## src/verilog/cu_pkg.sv

```systemverilog
// Control word layout, sequencing and condition enums, datapath typedefs, entry addresses
`default_nettype none

package cu_pkg;

  // ****************************************
  // Datapath value types
  // ****************************************
  typedef logic [31:0] word_t;   // Instruction word
  typedef logic [3:0]  flags_t;  // {N, Z, C, V}
  typedef logic [15:0] cr_t;     // Microword constant
  typedef logic [7:0]  uentry_t; // Fixed microroutine address

  localparam int FLAG_N = 3;
  localparam int FLAG_Z = 2;
  localparam int FLAG_C = 1;
  localparam int FLAG_V = 0;

  // Next address select, N field
  typedef enum logic [2:0] {
    jump        = 3'b000,  // CR low bits
    decode      = 3'b001,  // Encoder entry
    goto_fetch  = 3'b010,
    incr        = 3'b011,
    cond_decode = 3'b100,  // Entry if condition holds, else fetch
    cond_jump   = 3'b101   // CR if condition holds, else +1
  } next_sel_e;

  // Microbranch condition select, S field
  typedef enum logic [2:0] {
    inst_cond   = 3'b000,  // ARM condition of IR passes
    flag_z      = 3'b001,
    flag_n      = 3'b010,
    flag_c      = 3'b011,
    flag_v      = 3'b100,
    lsm_done    = 3'b101,
    always_true = 3'b110
  } cond_sel_e;

  // ****************************************
  // 64-bit microinstruction, MSB first
  // ****************************************
  typedef struct packed {
    logic [5:0] spare;
    next_sel_e  next;
    logic       inv;
    logic       mi;
    cond_sel_e  cond;
    cr_t        cr;
    logic       fr_ld;
    logic       rf_ld;
    logic       ir_ld;
    logic       mar_ld;
    logic       mdr_ld;
    logic       rw;      // 1 read, 0 write
    logic       mov;     // Memory request
    logic [1:0] ma;
    logic [2:0] mb;
    logic [2:0] mc;
    logic [1:0] md;
    logic       me;
    logic [4:0] alu_op;
    logic       sls_en;
    logic [2:0] ms;
    logic       lsm_en;
    logic [2:0] lsm_in;
    logic [1:0] mh;
    logic       mf;
  } ctrl_word_t;

  // Microroutine entry points
  localparam uentry_t ADDR_FETCH  = 8'd0;
  localparam uentry_t ADDR_DP_REG = 8'd10;
  localparam uentry_t ADDR_DP_IMM = 8'd14;
  localparam uentry_t ADDR_STR    = 8'd16;
  localparam uentry_t ADDR_LDR    = 8'd20;
  localparam uentry_t ADDR_B      = 8'd30;
  localparam uentry_t ADDR_BL     = 8'd31;

endpackage

`default_nettype wire

```

## src/verilog/cond_select.sv

```systemverilog
// ARM condition evaluation and microbranch condition multiplexer with invert
`default_nettype none

module cond_select (
  input  cu_pkg::word_t     ir,
  input  cu_pkg::flags_t    flags,
  input  logic              lsm_done,
  input  cu_pkg::cond_sel_e cond,
  input  logic              inv,
  output logic              cond_true
);

  import cu_pkg::*;

  logic n, z, c, v;
  logic arm_pass; // Condition field of IR holds
  logic sel;

  assign n = flags[FLAG_N];
  assign z = flags[FLAG_Z];
  assign c = flags[FLAG_C];
  assign v = flags[FLAG_V];

  always_comb begin
    case (ir[31:28])
      4'b0000: arm_pass = z;               // EQ
      4'b0001: arm_pass = ~z;              // NE
      4'b0010: arm_pass = c;               // CS
      4'b0011: arm_pass = ~c;              // CC
      4'b0100: arm_pass = n;               // MI
      4'b0101: arm_pass = ~n;              // PL
      4'b0110: arm_pass = v;               // VS
      4'b0111: arm_pass = ~v;              // VC
      4'b1000: arm_pass = c & ~z;          // HI
      4'b1001: arm_pass = ~c | z;          // LS
      4'b1010: arm_pass = (n == v);        // GE
      4'b1011: arm_pass = (n != v);        // LT
      4'b1100: arm_pass = ~z & (n == v);   // GT
      4'b1101: arm_pass = z | (n != v);    // LE
      4'b1110: arm_pass = 1'b1;            // AL
      default: arm_pass = 1'b0;            // NV
    endcase
  end

  always_comb begin
    case (cond)
      inst_cond:         sel = arm_pass;
      flag_z:            sel = z;
      flag_n:            sel = n;
      flag_c:            sel = c;
      flag_v:            sel = v;
      cu_pkg::lsm_done:  sel = lsm_done; // Port shadows the enum literal
      always_true:       sel = 1'b1;
      default:           sel = 1'b0;
    endcase
  end

  assign cond_true = sel ^ inv;

endmodule

`default_nettype wire

```

## src/verilog/inst_encoder.sv

```systemverilog
// Instruction class decode to microroutine entry address
`default_nettype none

module inst_encoder #(
  parameter int UADDR_W = 8
) (
  input  cu_pkg::word_t      ir,
  output logic [UADDR_W-1:0] entry
);

  import cu_pkg::*;

  logic [2:0] op_class; // IR bits 27:25
  logic       l_bit;
  logic       link;
  uentry_t    target;

  assign op_class = ir[27:25];
  assign l_bit    = ir[20];
  assign link     = ir[24];

  always_comb begin
    case (op_class)
      3'b000: target = ADDR_DP_REG;
      3'b001: target = ADDR_DP_IMM;
      3'b010: begin
        // Single transfer, immediate offset
        if (l_bit) begin
          target = ADDR_LDR;
        end else begin
          target = ADDR_STR;
        end
      end
      3'b101: begin
        if (link) begin
          target = ADDR_BL;
        end else begin
          target = ADDR_B;
        end
      end
      default: target = ADDR_FETCH; // Unsupported class, refetch
    endcase
  end

  assign entry = UADDR_W'(target);

endmodule

`default_nettype wire

```

## src/verilog/micro_seq.sv

```systemverilog
// Microaddress register with next-address selection and memory wait hold
`default_nettype none

module micro_seq #(
  parameter int UADDR_W = 8
) (
  input  logic               clk,
  input  logic               rst_n,
  input  cu_pkg::next_sel_e  next,
  input  cu_pkg::cr_t        cr,
  input  logic [UADDR_W-1:0] entry,
  input  logic               cond_true,
  input  logic               mov,
  input  logic               mem_ready,
  output logic [UADDR_W-1:0] uaddr
);

  import cu_pkg::*;

  logic [UADDR_W-1:0] fetch_addr;
  logic [UADDR_W-1:0] incr_addr;
  logic [UADDR_W-1:0] jump_addr;
  logic [UADDR_W-1:0] next_addr;
  logic               mem_wait;

  assign fetch_addr = UADDR_W'(ADDR_FETCH);
  assign incr_addr  = uaddr + UADDR_W'(1);
  assign jump_addr  = cr[UADDR_W-1:0]; // Upper CR bits ignored

  // Request pending and memory not ready
  assign mem_wait = mov & ~mem_ready;

  // ****************************************
  // Next address selection
  // ****************************************
  always_comb begin
    case (next)
      goto_fetch: next_addr = fetch_addr;
      decode:     next_addr = entry;
      jump:       next_addr = jump_addr;
      incr:       next_addr = incr_addr;
      cond_jump: begin
        next_addr = cond_true ? jump_addr : incr_addr;
      end
      cond_decode: begin
        // Failed condition skips the instruction
        next_addr = cond_true ? entry : fetch_addr;
      end
      default:    next_addr = fetch_addr;
    endcase
  end

  // ****************************************
  // Microaddress register
  // ****************************************
  always_ff @(posedge clk) begin
    if (!rst_n) begin
      uaddr <= fetch_addr;
    end else if (!mem_wait) begin
      uaddr <= next_addr;
    end
  end

endmodule

`default_nettype wire

```

## src/verilog/control_store.sv

```systemverilog
// Microprogram ROM for fetch, data processing, load/store and branch routines
`default_nettype none

module control_store #(
  parameter int UADDR_W = 8
) (
  input  logic [UADDR_W-1:0] uaddr,
  output cu_pkg::ctrl_word_t ctrl
);

  import cu_pkg::*;

  // Literal groups, left to right:
  //   spare _ N _ INV MI _ S _ CR _ FR RF IR MAR MDR _ RW MOV
  //   _ MA MB MC MD ME _ OP _ SLS MS LSM LSM_IN MH MF
  // MA 00 PC, 01 Rn. MB 001 const 4, 010 shifted Rm, 011 rotated imm8,
  // 100 imm12, 101 branch offset, 110 zero. MC 000 PC, 001 Rd, 010 LR
  // MD 01 MDR from memory, 10 MDR from Rd. ME selects MDR into the file
  // OP 00100 add, 10000 opcode taken from IR

  always_comb begin
    case (uaddr)
      // ****************************************
      // Fetch
      // ****************************************
      0: ctrl = 64'b000000_011_00_110_0000000000000000_00010_00_00000000000_00000_00000000000;
      1: ctrl = 64'b000000_011_00_110_0000000000000000_00001_11_00000000010_00000_00000000000;
      2: ctrl = 64'b000000_011_00_110_0000000000000000_01100_00_00001000000_00100_00000000000;
      3: ctrl = 64'b000000_100_00_000_0000000000000000_00000_00_00000000000_00000_00000000000;

      // ****************************************
      // Data processing, register operand
      // ****************************************
      10: ctrl = 64'b000000_011_00_110_0000000000000000_01000_00_01010001000_10000_10000000000;
      11: ctrl = 64'b000000_010_00_110_0000000000000000_10000_00_01010001000_10000_10000000000;

      // ****************************************
      // Data processing, immediate operand
      // ****************************************
      14: ctrl = 64'b000000_011_00_110_0000000000000000_01000_00_01011001000_10000_10010000000;
      15: ctrl = 64'b000000_010_00_110_0000000000000000_10000_00_01011001000_10000_10010000000;

      // ****************************************
      // Store word
      // ****************************************
      16: ctrl = 64'b000000_011_00_110_0000000000000000_00010_00_01100000000_00100_00000000000;
      17: ctrl = 64'b000000_011_00_110_0000000000000000_00001_00_00000000100_00000_00000000000;
      18: ctrl = 64'b000000_010_00_110_0000000000000000_00000_01_00000000000_00000_00000000000;

      // ****************************************
      // Load word
      // ****************************************
      20: ctrl = 64'b000000_011_00_110_0000000000000000_00010_00_01100000000_00100_00000000000;
      21: ctrl = 64'b000000_011_00_110_0000000000000000_00001_11_00000000010_00000_00000000000;
      22: ctrl = 64'b000000_010_00_110_0000000000000000_01000_00_00000001001_00000_00000000000;

      // ****************************************
      // Branch, branch with link
      // ****************************************
      30: ctrl = 64'b000000_010_00_110_0000000000000000_01000_00_00101000000_00100_00000000000;
      // LR gets PC, then reuse the plain branch word
      31: ctrl = 64'b000000_000_00_110_0000000000011110_01000_00_00110010000_00100_00000000000;

      // Stray address falls back to fetch
      default: ctrl = 64'b000000_010_00_110_0000000000000000_00000_00_00000000000_00000_00000000000;
    endcase
  end

endmodule

`default_nettype wire

```

## src/verilog/control_unit.sv

```systemverilog
// Control unit top with encoder, condition select, sequencer and control store
`default_nettype none

module control_unit #(
  parameter int UADDR_W = 8
) (
  input  logic               clk,
  input  logic               rst_n,
  input  cu_pkg::word_t      ir,
  input  cu_pkg::flags_t     flags,
  input  logic               lsm_done,
  input  logic               mem_ready,
  output cu_pkg::ctrl_word_t ctrl,
  output logic [UADDR_W-1:0] uaddr,
  output logic               mem_valid
);

  logic [UADDR_W-1:0] entry;     // Routine entry for current IR
  logic               cond_true;

  assign mem_valid = ctrl.mov;   // Request tracks the microword

  inst_encoder #(
    .UADDR_W (UADDR_W)
  ) u_inst_encoder (
    .ir    (ir),
    .entry (entry)
  );

  cond_select u_cond_select (
    .ir        (ir),
    .flags     (flags),
    .lsm_done  (lsm_done),
    .cond      (ctrl.cond),
    .inv       (ctrl.inv),
    .cond_true (cond_true)
  );

  micro_seq #(
    .UADDR_W (UADDR_W)
  ) u_micro_seq (
    .clk       (clk),
    .rst_n     (rst_n),
    .next      (ctrl.next),
    .cr        (ctrl.cr),
    .entry     (entry),
    .cond_true (cond_true),
    .mov       (ctrl.mov),
    .mem_ready (mem_ready),
    .uaddr     (uaddr)
  );

  control_store #(
    .UADDR_W (UADDR_W)
  ) u_control_store (
    .uaddr (uaddr),
    .ctrl  (ctrl)
  );

endmodule

`default_nettype wire

```

## config.mk

```make
export PLATFORM = sky130hd
export DESIGN_NAME = control_unit
export DESIGN_NICKNAME = d
export VERILOG_FILES = /design/src/verilog/cu_pkg.sv /design/src/verilog/cond_select.sv /design/src/verilog/inst_encoder.sv /design/src/verilog/micro_seq.sv /design/src/verilog/control_store.sv /design/src/verilog/control_unit.sv
export SDC_FILE = /design/constraint.sdc
export NUM_CORES = 1
export LEC_CHECK = 0
export BUFFER_PORTS_ARGS = -buffer_cell sky130_fd_sc_hd__buf_2
export CELL_PAD_IN_SITES_DETAIL_PLACEMENT = 1
export CELL_PAD_IN_SITES_GLOBAL_PLACEMENT = 2
export CORE_ASPECT_RATIO = 0.7
export CORE_UTILIZATION = 22
export DETAILED_ROUTE_END_ITERATION = 10
export HOLD_SLACK_MARGIN = 0.1
export PLACE_DENSITY_LB_ADDON = 0.1
export SYNTH_ARGS = -nofsm -noshare
export SYNTH_HDL_FRONTEND = slang
export SYNTH_SLANG_ARGS = --single-unit
```

## constraint.sdc

```tcl
create_clock -name clk -period 2.7 [get_ports clk]
set_clock_uncertainty 0.05 [all_clocks]
set_input_delay 0 -clock clk [delete_from_list [all_inputs] [get_ports clk]]
set_output_delay 0 -clock clk [all_outputs]
set_load 0.005 [all_outputs]
```

* Word level (Yosys, flattened, before mapping)
Memory sizes are Yosys's and may differ from the RTL's. A register that Yosys moved wholly into a read port is not among the register bits.
Cells that the tools add are included.
** Operators by class
- Muxes and demuxes :: 11
- Equality and inequality tests :: 29
- Add/sub/neg operators :: 1
- Reduce and logical (&&, ||, !) cells :: 5
- Bitwise logic cells :: 11
** Operators with widths (count)
- 2-to-1 mux 64 bit :: 1
- one-hot mux 8 bit (5 select lines) :: 1
- one-hot mux 8 bit (4 select lines) :: 1
- == test 4 bit (second input constant) :: 7
- == test 3 bit (second input constant) :: 6
- == test 4 x 3 -> 1 bit (second input constant) :: 4
- 2-to-1 mux 8 bit :: 2
- one-hot mux 1 bit (15 select lines) :: 1
- == test 3 x 2 -> 1 bit (second input constant) :: 4
- zero test 3 bit :: 4
- 2-to-1 mux 5 bit :: 2
- == test 3 x 1 -> 1 bit (second input constant) :: 3
- adder 8 x 1 -> 8 bit (second input constant) :: 1
- == test 4 x 2 -> 1 bit (second input constant) :: 2
- one-hot mux 1 bit (7 select lines) :: 1
- NOT 1 bit :: 5
- == test 4 x 1 -> 1 bit (second input constant) :: 1
- zero test 4 bit :: 1
- bitwise AND 1 bit :: 3
- 2-to-1 mux 3 bit :: 1
- OR 1 bit :: 2
- == test 1 bit :: 1
- 2-to-1 mux 1 bit :: 1
- != test 1 bit :: 1
- bitwise XOR 1 bit :: 1
** Word-level totals
- Bits in read-only memories :: 928
- Register bits :: 8
- Logic and storage cells :: 59
- Output and inout bits :: 73
- Memories kept :: 1
- Input port bits :: 40
** Memory list
- (name not given) :: words 32, bits a word 29, read ports 1, clocked after memory_dff 1, wr ports 0, line control_store.sv:22 : case (uaddr)

* Longest topological paths before layout
- Depth in word-level cells :: 9
- Gate-level depth with buffers :: 10
- Gate-level depth less buffers :: 10

* Modules after synthesis
From an unflattened synthesis, not the netlist that was laid out.
** Second synthesis, totals
- Cell total of the unflattened synthesis :: 229
- Area, all modules :: 1600.3 um^2
** By module, submodules not included
- control_store :: seq. area each 0.0 um^2, area each 718.2 um^2, times used 1, cells an instance 111
- micro_seq :: seq. area each 160.2 um^2, area each 611.8 um^2, times used 1, cells an instance 76
- cond_select :: seq. area each 0.0 um^2, area each 178.9 um^2, times used 1, cells an instance 28
- inst_encoder :: seq. area each 0.0 um^2, area each 83.8 um^2, times used 1, cells an instance 13
- control_unit :: seq. area each 0.0 um^2, area each 7.5 um^2, times used 1, cells an instance 1

* Worst setup path after synthesis
No wires, ideal clock.
- Path kind :: register to register
- Start point :: register u_micro_seq.uaddr[5]
- End point :: register with a tool-made name
- Period minus slack after synthesis :: 2.956 ns
- Buffers on the path :: 0
- Cell stages (with the launch flop) :: 9
- Data arrival time :: 2.831 ns
- Library setup time :: 0.074 ns
- Required time :: 2.576 ns
- Slack :: -0.256 ns
- Cell sequence :: dfxtp_1 or4_4 a41oi_2 o311ai_2 o31a_1 o21a_1 a311o_1 or4_4 a31oi_2
** RTL lines
- start, declared :: line micro_seq.sv:15 : output logic [UADDR_W-1:0] uaddr
- start signal, assigned :: line micro_seq.sv:58 : uaddr <= fetch_addr;
- start signal, assigned :: line micro_seq.sv:60 : uaddr <= next_addr;

==> results.json <==
{
  "dp_hpwl_mm": 6.05,
  "area_growth_pct": 37.7,
  "fin_crit_sh": 1.08,
  "leakagePower_nw": 1.38,
  "diodes": 0,
  "worstSetupStartpointType": "register",
  "final_cells": 493,
  "busiest_layer": "met1",
  "gp_congestion": 0.805,
  "cts_buffers": 5,
  "path_class": "register to register",
  "totalWireLength_mm": 7.82,
  "grt_pass1_vias": 2173,
  "synth_warnings": 0,
  "synth_cells": 277,
  "synth_edf_count": 0,
  "synth.avg_cell_area_um2": 8.00,
  "dpl_cell_area_mm2": 0.00277,
  "setup_ws_ns": -0.221,
  "grt_pass1_wl_mm": 12.4,
  "period_needed_ns": 2.92,
  "htree_levels": 2,
  "ys.flop_type": "dfxtp_1",
  "maxSlewViolCount": 0,
  "final_core_util": 0.313,
  "grt_remaining_overflow": 0,
  "slew_headroom": 0.448,
  "synthesis.area_mm2": 0.00222,
  "holdCritPathClass": "primary input to register",
  "fmax_mhz": 342,
  "vias_per_cell": 4.56,
  "wire_per_inst_um": 15.9,
  "cp.arrival_ns": 3.08,
  "setup_violations": 19,
  "synth_cell_types": 55,
  "hp-start": "mem_ready",
  "ir_drop_uv": 168,
  "rsz0062_at_grt": "yes",
  "status": "complete, but fails checks",
  "grt_max_degree": 26,
  "ant_nets": 0,
  "io_pins": 113,
  "firstDrtPassIters": 4,
  "clk_latency_ns": 0.28,
  "die_w_um": 122,
  "coreArea_mm2": 0.00976,
  "ys_seq_area_frac": 0.271,
  "root_buffer": "clkbuf_16",
  "antenna_found_initial": 0,
  "tns_ns": -2.16,
  "use_met2": 0.225,
  "dp_slack_ns": -0.208,
  "drive_gt1_frac": 0.362,
  "cts.path.max_buffers": 2,
  "io_buffers": 53,
  "hold_viol": 0,
  "grtUsageMet3": 0.0366,
  "layout.nets": 405,
  "violations": "setup timing",
  "row_count": 30,
  "vias": 2247,
  "die-area_mm2": 0.0105,
  "clkTransAtPathRegs_ns": 0.05,
  "grt_use_met1": 0.234,
  "nFillCells": 1186,
  "die_y_um": 86.0,
  "tightest_slew_ns": 0.818,
  "cp-end-kind": "register",
  "async_flop_share": 0,
  "cts_tree": "done",
  "grt_usage": 0.158,
  "cts.sinks": 30,
  "drv_cap": 0,
  "start_util": 0.227,
  "path_max_fanout": 7,
  "drc": 0,
  "stdcell_area_mm2": 0.00305,
  "crit_required_ns": 2.86,
  "synth-seq-cells": 30,
  "power_per_cell_area_mw_per_mm2": 372,
  "drt_first_iter_violations": 128,
  "dpl.cell_count": 479
}
-- worst paths after layout --
| kind | end | slack [ns] | depth (start not counted) |
|---|---|---|---|
| setup reg to reg | register | -0.22 | 8 |
| hold / removal | u_micro_seq.uaddr[5] | 0.30 | 4 |
| hold reg to reg | u_micro_seq.uaddr[5] | 0.57 | 2 |
| setup / recovery | register | -0.22 | 8 |
-- critical path, cell delays in order, from the launching register on --
cell and delay [ns]:
dfxtp_1 0.30, or4_4 0.55, a41oi_4 0.21, o311ai_4 0.17, o31a_1 0.32, o21a_1 0.20, a311o_1 0.37, or4_4 0.53
a31oi_4 0.15
-- cell families (layout without fill, tap and decap cells) --
| logic type | after synthesis | in the layout | share of synthesized area |
|---|---|---|---|
| other | 1 | 37 | 0.00169 |
| XOR/XNOR | 7 | 7 | 0.0277 |
| AND/OR/NAND/NOR | 116 | 116 | 0.302 |
| adder cells (fa/ha/maj) | 1 | 1 | 0.00564 |
| flip-flops | 30 | 30 | 0.271 |
| multiplexers | 1 | 1 | 0.00451 |
| buffers and inverters | 62 | 114 | 0.180 |
| AO/OA/AOI/OAI | 59 | 59 | 0.207 |
-- stage by stage --
step	power, W	hold WS, ns
finish	0.00114	0.296
global route	0.00119	0.350
CTS	0.00115	0.309
detailed placement	0.000568	0.263
global placement	0.000568	0.258
floorplan	0.000559	0.206
-- Yosys cell counts (3+ instances only) --
master	number	area, um^2
or3_1	5	31.3
nand3_1	12	60.1
a31oi_1	4	25.0
clkbuf_1	10	37.5
nor3_1	7	35.0
nand2b_1	7	43.8
dfxtp_1	30	601
o31ai_1	6	45.0
inv_1	4	15.0
o31a_1	3	26.3
nand2_1	12	45.0
xor2_1	5	43.8
nor2_1	12	45.0
buf_4	43	323
a21oi_1	12	60.1
nor4_1	3	18.8
nor3b_1	5	37.5
a21o_1	3	22.5
o21ai_0	5	25.0
nor2b_1	7	43.8
and2_1	25	156
buf_2	4	20.0
and3_1	6	37.5
nand4_1	6	37.5
-- metal layers --
metal  part of all wire  up-vias
li1                   -     1092
met1               0.53     1078
met2               0.41       69
met3              0.054        8
met4             0.0074        0
met5                  0        -
-- where the power goes --
group	total [W]	leakage, nW	internal (W)	switching (W)
combinational	0.000117	1.06	0.0000413	0.0000755
clock	0.000572	0.0729	0.000364	0.000208
sequential	0.000448	0.243	0.000446	0.00000136
total	0.00114	1.38	0.000852	0.000284
-- cell usage in the layout (no fill, tap or decap), types with 6 or more instances in the layout --
cell,n
nand4_1,6
nand3_1,11
buf_4,46
nand2b_1,7
buf_2,53
nor2b_1,7
nand2_1,12
dfxtp_1,29
a21oi_1,12
nor2_1,11
and3_1,6
and2_1,25
conb_1,37
-- area by class of cell --
type                       instances  area (um^2)  area share
inverter                           4         15.0     0.00492
sequential                        30          602       0.197
multi-input combinational        221         1470       0.482
timing repair buffer             102          652       0.214
clock buffer                       6          139      0.0455
tap                              128          160      0.0525
clock inverter                     2         12.5     0.00410
-- repair_timing --
item,4_1_cts,5_1_grt
endpoints found under the hold margin,6,0
pin swaps,1,2
gates resized for setup,8,5
setup buffers,2,3
hold buffers,1,0
setup endpoints to repair,21,26
No activity file was read; power rests on OpenSTA's default activity.
